--- src/axi_lite_xbar_pkg.sv ---
`default_nettype none

package axi_lite_xbar_pkg;

    //////////////////////////////////////////////////
    // Widths
    //////////////////////////////////////////////////
    localparam int NUM_SLAVES = 3;   // Slave ports on the crossbar
    localparam int ADDR_WIDTH = 32;
    localparam int DATA_WIDTH = 32;
    localparam int STRB_WIDTH = 4;   // One strobe per data byte
    localparam int PROT_WIDTH = 3;

    // Region byte is the top address byte
    localparam int REGION_LSB = 24;

    //////////////////////////////////////////////////
    // Region table
    //////////////////////////////////////////////////
    // Entry s is the region byte of slave s
    localparam logic [NUM_SLAVES-1:0][ADDR_WIDTH-REGION_LSB-1:0] SLAVE_REGION = {
        8'h02,   // Slave 2
        8'h01,   // Slave 1, read-only
        8'h00    // Slave 0
    };

    // Slaves that take writes
    localparam logic [NUM_SLAVES-1:0] SLAVE_WRITABLE = 3'b101;

    //////////////////////////////////////////////////
    // Types
    //////////////////////////////////////////////////
    typedef logic [NUM_SLAVES-1:0] slave_sel_t;   // One-hot, zero means no slave

    typedef logic [ADDR_WIDTH-1:0] addr_t;
    typedef logic [DATA_WIDTH-1:0] data_t;
    typedef logic [STRB_WIDTH-1:0] strb_t;
    typedef logic [PROT_WIDTH-1:0] prot_t;

    // AW and AR payload
    typedef struct packed {
        addr_t addr;
        prot_t prot;
    } addr_req_t;

    // W payload
    typedef struct packed {
        data_t data;
        strb_t strb;
    } wdata_req_t;

    // Per-slave payload bundles, element s for slave s
    typedef addr_req_t  [NUM_SLAVES-1:0] addr_req_vec_t;
    typedef wdata_req_t [NUM_SLAVES-1:0] wdata_req_vec_t;
    typedef data_t      [NUM_SLAVES-1:0] data_vec_t;

endpackage

`default_nettype wire

--- src/axi_lite_addr_decoder.sv ---
`timescale 1ns/1ps
`default_nettype none

module axi_lite_addr_decoder
    import axi_lite_xbar_pkg::*;
#(
    parameter bit WRITE_DECODE = 1'b0   // Set for the write direction
) (
    input  addr_t      i_addr,   // Address from master
    output slave_sel_t o_sel     // One-hot slave select
);

    slave_sel_t region_hit;   // Raw match against region table

    // Compare top byte with each table entry
    always_comb begin
        for (int s = 0; s < NUM_SLAVES; s++) begin
            region_hit[s] = (i_addr[ADDR_WIDTH-1:REGION_LSB] == SLAVE_REGION[s]);
        end
    end

    // Read-only slaves drop out of the write decode
    assign o_sel = WRITE_DECODE ? (region_hit & SLAVE_WRITABLE) : region_hit;

    // Region table entries must be distinct
    always_comb begin
        assert ($onehot0(o_sel))
            else $error("decoder select not one-hot: %b", o_sel);
    end

endmodule

`default_nettype wire

--- src/axi_lite_channel_router.sv ---
`timescale 1ns/1ps
`default_nettype none

module axi_lite_channel_router
    import axi_lite_xbar_pkg::*;
#(
    parameter type payload_t = addr_req_t   // AW/AR or W payload
) (
    // Route
    input  slave_sel_t                i_sel,       // Target slave, one-hot or zero

    // Master side
    input  logic                      i_valid,
    output logic                      o_ready,
    input  payload_t                  i_payload,

    // Slave side
    output slave_sel_t                o_valid,
    input  slave_sel_t                i_ready,
    output payload_t [NUM_SLAVES-1:0] o_payload
);

    //////////////////////////////////////////////////
    // Forward path
    //////////////////////////////////////////////////
    // Valid only toward the selected slave
    assign o_valid = i_valid ? i_sel : '0;

    // Payload to the selected slave, zero elsewhere
    always_comb begin
        for (int s = 0; s < NUM_SLAVES; s++) begin
            o_payload[s] = i_sel[s] ? i_payload : '0;
        end
    end

    //////////////////////////////////////////////////
    // Return path
    //////////////////////////////////////////////////
    // Ready of the selected slave only
    // No select means no ready, so unmapped requests stall
    // Qualified by valid so an idle master never sees ready
    assign o_ready = i_valid & (|(i_ready & i_sel));

endmodule

`default_nettype wire

--- src/axi_lite_interconnect.sv ---
`timescale 1ns/1ps
`default_nettype none

module axi_lite_interconnect
    import axi_lite_xbar_pkg::*;
(
    input  logic           clk,
    input  logic           resetn,

    // Master write
    input  addr_req_t      i_m_aw,
    input  logic           i_m_awvalid,
    output logic           o_m_awready,
    input  wdata_req_t     i_m_w,
    input  logic           i_m_wvalid,
    output logic           o_m_wready,
    output logic           o_m_bvalid,
    input  logic           i_m_bready,

    // Master read
    input  addr_req_t      i_m_ar,
    input  logic           i_m_arvalid,
    output logic           o_m_arready,
    output logic           o_m_rvalid,
    input  logic           i_m_rready,
    output data_t          o_m_rdata,

    // Slave write, one lane per slave
    output addr_req_vec_t  o_s_aw,
    output slave_sel_t     o_s_awvalid,
    input  slave_sel_t     i_s_awready,
    output wdata_req_vec_t o_s_w,
    output slave_sel_t     o_s_wvalid,
    input  slave_sel_t     i_s_wready,
    input  slave_sel_t     i_s_bvalid,
    output slave_sel_t     o_s_bready,

    // Slave read
    output addr_req_vec_t  o_s_ar,
    output slave_sel_t     o_s_arvalid,
    input  slave_sel_t     i_s_arready,
    input  data_vec_t      i_s_rdata,
    input  slave_sel_t     i_s_rvalid,
    output slave_sel_t     o_s_rready
);

    // Write and read directions never interact
    axi_lite_write_path write_path (
        .clk        (clk),
        .resetn     (resetn),
        .i_m_aw     (i_m_aw),
        .i_m_awvalid(i_m_awvalid),
        .o_m_awready(o_m_awready),
        .i_m_w      (i_m_w),
        .i_m_wvalid (i_m_wvalid),
        .o_m_wready (o_m_wready),
        .o_m_bvalid (o_m_bvalid),
        .i_m_bready (i_m_bready),
        .o_s_aw     (o_s_aw),
        .o_s_awvalid(o_s_awvalid),
        .i_s_awready(i_s_awready),
        .o_s_w      (o_s_w),
        .o_s_wvalid (o_s_wvalid),
        .i_s_wready (i_s_wready),
        .i_s_bvalid (i_s_bvalid),
        .o_s_bready (o_s_bready)
    );

    axi_lite_read_path read_path (
        .clk        (clk),
        .resetn     (resetn),
        .i_m_ar     (i_m_ar),
        .i_m_arvalid(i_m_arvalid),
        .o_m_arready(o_m_arready),
        .o_m_rvalid (o_m_rvalid),
        .i_m_rready (i_m_rready),
        .o_m_rdata  (o_m_rdata),
        .o_s_ar     (o_s_ar),
        .o_s_arvalid(o_s_arvalid),
        .i_s_arready(i_s_arready),
        .i_s_rdata  (i_s_rdata),
        .i_s_rvalid (i_s_rvalid),
        .o_s_rready (o_s_rready)
    );

endmodule

`default_nettype wire

--- src/axi_lite_read_path.sv ---
`timescale 1ns/1ps
`default_nettype none

module axi_lite_read_path
    import axi_lite_xbar_pkg::*;
(
    input  logic          clk,
    input  logic          resetn,

    // Master side
    input  addr_req_t     i_m_ar,        // Read address and prot
    input  logic          i_m_arvalid,
    output logic          o_m_arready,
    output logic          o_m_rvalid,
    input  logic          i_m_rready,
    output data_t         o_m_rdata,

    // Slave side
    output addr_req_vec_t o_s_ar,
    output slave_sel_t    o_s_arvalid,
    input  slave_sel_t    i_s_arready,
    input  data_vec_t     i_s_rdata,
    input  slave_sel_t    i_s_rvalid,
    output slave_sel_t    o_s_rready
);

    slave_sel_t ar_dec_sel;   // Decoded read target
    slave_sel_t ar_sel;
    slave_sel_t rd_route;     // Slave held from AR to R
    logic       ar_busy;
    logic       ar_fire;
    logic       r_fire;

    axi_lite_addr_decoder #(
        .WRITE_DECODE(1'b0)
    ) ar_decoder (
        .i_addr(i_m_ar.addr),
        .o_sel (ar_dec_sel)
    );

    assign ar_sel = ar_busy ? '0 : ar_dec_sel;   // One read outstanding

    axi_lite_channel_router #(
        .payload_t(addr_req_t)
    ) ar_router (
        .i_sel    (ar_sel),
        .i_valid  (i_m_arvalid),
        .o_ready  (o_m_arready),
        .i_payload(i_m_ar),
        .o_valid  (o_s_arvalid),
        .i_ready  (i_s_arready),
        .o_payload(o_s_ar)
    );

    //////////////////////////////////////////////////
    // Read data return
    //////////////////////////////////////////////////
    assign o_m_rvalid = |(i_s_rvalid & rd_route);
    assign o_s_rready = i_m_rready ? rd_route : '0;

    // Data mux, zero when no read is open
    always_comb begin
        o_m_rdata = '0;
        for (int s = 0; s < NUM_SLAVES; s++) begin
            if (rd_route[s]) begin
                o_m_rdata = i_s_rdata[s];
            end
        end
    end

    assign ar_fire = i_m_arvalid & o_m_arready;
    assign r_fire  = o_m_rvalid & i_m_rready;

    always_ff @(posedge clk) begin
        if (!resetn) begin
            ar_busy  <= 1'b0;
            rd_route <= '0;
        end else if (ar_fire) begin
            ar_busy  <= 1'b1;
            rd_route <= ar_dec_sel;
        end else if (r_fire) begin
            ar_busy  <= 1'b0;
            rd_route <= '0;
        end
    end

    // Route fixed for the whole read
    assert property (@(posedge clk) disable iff (!resetn)
        (ar_busy && !r_fire) |=> $stable(rd_route));

endmodule

`default_nettype wire

--- src/axi_lite_write_path.sv ---
`timescale 1ns/1ps
`default_nettype none

module axi_lite_write_path
    import axi_lite_xbar_pkg::*;
(
    input  logic           clk,
    input  logic           resetn,

    // Master side
    input  addr_req_t      i_m_aw,        // Write address and prot
    input  logic           i_m_awvalid,
    output logic           o_m_awready,
    input  wdata_req_t     i_m_w,         // Write data and strobe
    input  logic           i_m_wvalid,
    output logic           o_m_wready,
    output logic           o_m_bvalid,
    input  logic           i_m_bready,

    // Slave side
    output addr_req_vec_t  o_s_aw,
    output slave_sel_t     o_s_awvalid,
    input  slave_sel_t     i_s_awready,
    output wdata_req_vec_t o_s_w,
    output slave_sel_t     o_s_wvalid,
    input  slave_sel_t     i_s_wready,
    input  slave_sel_t     i_s_bvalid,
    output slave_sel_t     o_s_bready
);

    slave_sel_t aw_dec_sel;   // Decoded write target
    slave_sel_t aw_sel;       // AW route, closed while busy
    slave_sel_t w_sel;        // W route
    slave_sel_t wr_route;     // Slave held from AW to B
    logic       aw_busy;      // One write outstanding
    logic       w_done;       // W beat already sent
    logic       aw_fire;
    logic       w_fire;
    logic       b_fire;

    axi_lite_addr_decoder #(
        .WRITE_DECODE(1'b1)
    ) aw_decoder (
        .i_addr(i_m_aw.addr),
        .o_sel (aw_dec_sel)
    );

    //////////////////////////////////////////////////
    // Request routing
    //////////////////////////////////////////////////
    assign aw_sel = aw_busy ? '0 : aw_dec_sel;   // Second AW waits for B

    // Before AW is taken, W follows a live AW only
    assign w_sel = w_done      ? '0 :
                   aw_busy     ? wr_route :
                   i_m_awvalid ? aw_dec_sel : '0;

    axi_lite_channel_router #(
        .payload_t(addr_req_t)
    ) aw_router (
        .i_sel    (aw_sel),
        .i_valid  (i_m_awvalid),
        .o_ready  (o_m_awready),
        .i_payload(i_m_aw),
        .o_valid  (o_s_awvalid),
        .i_ready  (i_s_awready),
        .o_payload(o_s_aw)
    );

    axi_lite_channel_router #(
        .payload_t(wdata_req_t)
    ) w_router (
        .i_sel    (w_sel),
        .i_valid  (i_m_wvalid),
        .o_ready  (o_m_wready),
        .i_payload(i_m_w),
        .o_valid  (o_s_wvalid),
        .i_ready  (i_s_wready),
        .o_payload(o_s_w)
    );

    //////////////////////////////////////////////////
    // Response routing and route state
    //////////////////////////////////////////////////
    assign o_m_bvalid = |(i_s_bvalid & wr_route);   // Held slave only
    assign o_s_bready = i_m_bready ? wr_route : '0;

    assign aw_fire = i_m_awvalid & o_m_awready;
    assign w_fire  = i_m_wvalid & o_m_wready;
    assign b_fire  = o_m_bvalid & i_m_bready;

    always_ff @(posedge clk) begin
        if (!resetn) begin
            aw_busy  <= 1'b0;
            w_done   <= 1'b0;
            wr_route <= '0;
        end else begin
            if (aw_fire) begin
                aw_busy  <= 1'b1;
                wr_route <= aw_dec_sel;   // Latch target at address handshake
            end
            if (w_fire) begin
                w_done <= 1'b1;
            end
            if (b_fire) begin   // Write closed, path idle next cycle
                aw_busy  <= 1'b0;
                w_done   <= 1'b0;
                wr_route <= '0;
            end
        end
    end

    // Held route must survive address changes until B
    assert property (@(posedge clk) disable iff (!resetn)
        (aw_busy && !b_fire) |=> $stable(wr_route));

    // Route clear and busy flag must agree
    assert property (@(posedge clk) disable iff (!resetn)
        !aw_busy |-> !o_m_bvalid);

endmodule

`default_nettype wire

--- config.mk ---
export PLATFORM = sky130hd
export DESIGN_NAME = axi_lite_interconnect
export DESIGN_NICKNAME = d
export VERILOG_FILES = /design/src/axi_lite_xbar_pkg.sv /design/src/axi_lite_addr_decoder.sv /design/src/axi_lite_channel_router.sv /design/src/axi_lite_interconnect.sv /design/src/axi_lite_read_path.sv /design/src/axi_lite_write_path.sv
export SDC_FILE = /design/constraint.sdc
export NUM_CORES = 1
export LEC_CHECK = 0
export ABC_AREA = 1
export BUFFER_PORTS_ARGS = -buffer_cell sky130_fd_sc_hd__buf_2
export CORE_AREA = 2 2 229 231
export CTS_CLUSTER_DIAMETER = 200
export DETAILED_ROUTE_END_ITERATION = 16
export DIE_AREA = 0 0 231 233
export SLEW_MARGIN = 20
export SYNTH_ARGS = -nofsm -noshare
export SYNTH_HDL_FRONTEND = slang
export SYNTH_SLANG_ARGS = --single-unit
--- constraint.sdc ---
create_clock -name clk -period 2.9 [get_ports clk]
set_clock_uncertainty 0.05 [all_clocks]
set_input_delay 0.145 -clock clk [delete_from_list [all_inputs] [get_ports clk]]
set_output_delay 0.145 -clock clk [all_outputs]
set_load 0.005 [all_outputs]
==> metrics.md <==
| Metric | Value |
|---|---|
| Status | complete, no violations |
| Sink Count | 8 |
| Core Box Area | 0.0511 mm² |
| R2R cell count | 6 |
| Worst path cell trace | nand2_1 -> a21oi_2 -> inv_2 -> nor2_1 -> buf_2 |
| Tot GR Track Use | 5.65% |
| Gp weighted congestion | 0.776 |
| Lkg Pwr | 4.18 nW |
| Power Internal | 0.410 mW |
| Highest attainable clock frequency | 514 MHz |
| Post-Route Setup TNS | 0 ps |
| Required @ worst endpoint | 2710 ps |
| Period Utilization, post-route | 67.1% |
| CTS Buf Count | 3 |
| Worst reg2reg setup slack | 1160 ps |
| Largest net degree at the start of global routing | 67 |
| Clock Tree Root | clkbuf_16 |
| DR vias/cell | 2.87 |
| Area share of the largest cell type after synthesis | 25.5% |
| Synth cell count leaders | nor2_1, inv_1, buf_4 |
| CTS tree | done |
| ANT nets after route | 0 |
| Ports | 594 |
| Yosys warns | 0 |
| CTS resizes | 0 |
| Asr flop ratio synth | 0% |
| Maximum vdd drop | 0.120 mV |
| Clock buffer depth | 2 |
| Psw | 0.212 mW |
| Die ar. | 0.0538 mm² |
| Via Count | 5139 |
| Share of post-route cells with drive strength above 1 | 45.5% |
| Slack of the critical path | 954 ps |
| Pre-CTS setup slack | 1060 ps |
| Final setup viols | 0 |
| Crit. End Element | output pin |
| CP Max Fanout | 37 |
| DRC | 0 |
| First-pass GRT wire length | 23.4 mm |
| # Post-CTS Setup Buffers | 0 |
| Synth top area cells | nor2_1, buf_4, inv_1, a22oi_1, nand2_1 |
| Initial DRT Pass Iterations | 6 |
| CTS Hold Bufs | 0 |
| Critical Path Start Type | flop |
| PD cells | 102 mW/mm² |
| Area leader, netlist | nor2_1 |
| Most instantiated library cell after synthesis | nor2_1 |
| Max transition margin | 39.8% |
| Max-cap violations | 0 |
| Initial Utilization | 6.45% |
| Synth-to-Final Area Change | 85.0% |
| Sw frac | 34.0% |
| RSZ-0062 raised after global routing | no |
| Slew Viols, Final | 0 |
| Layout net count | 1335 |
| Kind of critical path | reg -> out |
| Sequential share of the synthesized area | 4.86% |
| Clk pwr share | 38.6% |
| Mapped Cells | 652 |
| Synth Register Bits | 8 |
| Vias in the first global route | 4184 |
| Chip height | 233 µm |
| Die width | 231 µm |
| Initial antenna violation count | 2 |
| Total congestion overflow | 0 |
| H-tree lvl count | 1 |
| Slowest-stage cell, CP | dfxtp_1 |
| Most common flop cell mapped by yosys | dfxtp_1 |
| Syn_area_per_cell | 5.05 µm² |
| Synth cell types | 25 |
| Post-DP HPWL | 15.8 mm |
| Post-synth design cell area | 0.00329 mm² |
| Worst-margin pin slew | 901 ps |
| IO buf count | 479 |
| WL/cell | 9.98 µm |
| Post-synth EDFFs | 0 |
| Period minus WS final | 1950 ps |
| Crit path DAT | 1750 ps |
| Hold Path Class | in -> reg |
| Worst Hold Path Cells | 3 |
| Number of placement rows | 83 |
| Final wirelength | 17.8 mm |
| Comb power frac | 43.6% |
| Antenna cell count | 0 |
| Final Hold Fails | 0 |
| Reg power frac | 17.8% |
| Clock-pin slew of the registers on the worst-case setup and hold paths | 40 ps |
| DR iter-0 viols | 171 |
| CP max stage delay | 530 ps |
| Worst-Skew Late Latency | 240 ps |
## final timing paths
check,from,endpoint
max reg2reg,read_path.rd_route[1],read_path.rd_route[2]
min,i_s_arready[0],read_path.rd_route[0]
min reg2reg,read_path.ar_busy,read_path.ar_busy
max,write_path.wr_route[0],o_s_w[15]
## kinds of logic (layout without fill, tap and decap cells)
logic type      after synthesis  count (layout)  share of synthesized area [%]
simple gates                310             310                           37.0
buf+inv                     259             606                           43.9
flops                         8               8                           4.86
other cells                   1             111                          0.114
compound gates               74              74                           14.2
## power by group through the flow
stage	Clock (mW)	Sequential [mW]	Combinational, mW
floorplan	0	0.113	0.195
global placement	0	0.113	0.266
detailed placement	0	0.113	0.268
CTS	0.255	0.111	0.269
global route	0.259	0.111	0.308
finish	0.240	0.111	0.271
## placed cells by master, fill, tap and decap left out
master and count:
o21ai_0 20, a21oi_2 1, buf_4 6, dfxtp_2 2, a22o_1 1, inv_1 113, nand2_2 2, buf_12 1
clkinv_1 1, nand2_1 63, conb_1 111, nor2_2 4, nand2_4 1, o21ai_1 14, a22oi_1 32, inv_2 3
nand3_1 13, nor2_1 223, nand4_1 2, clkbuf_16 3, nand3_2 2, a21oi_1 4, o21ai_2 1, o211a_1 1
dfxtp_1 6, buf_2 479
## worst max-delay path, delay by kind of cell (launching register included)
family / cells / cell delay [ps]
flops: 1 / 530
compound gates: 1 / 160
simple gates: 2 / 400
buf+inv: 2 / 400
## routing by layer
layer,wire length (µm),vias up,GRT usage (%)
met3,1590,9,0.980
met1,6880,2163,6.59
met4,58,0,0.464
li1,-,2631,-
met2,9310,336,11.0
met5,0,-,0
## per-stage QoR
stage               power [mW]  cells  util, %  hold slack, ps  instance area [µm²]
floorplan                0.308    762        -             242                 3710
global placement         0.379   1786     11.8             399                 6020
detailed placement       0.381   1786     11.8             397                 6020
CTS                      0.635   1789     11.9             145                 6090
global route             0.678   1789     11.9             169                 6090
finish                   0.622   1789     11.9             163                 6090
## sequential cells by signal (all words and copies together) (netlist names)
signal / count
read_path.ar_busy: 1
write_path.w_done: 1
write_path.wr_route: 2
read_path.rd_route: 3
write_path.aw_busy: 1
## cell type report
type,instances,area [µm²]
Multi-Input combinational cell,495,2100
Fill cell,6026,45000
Inverter,117,439
Sequential cell,8,163
Tap cell,680,851
Timing Repair Buffer,486,2460
Clock buffer,3,75.1
Power figures use the tool's default switching activity.
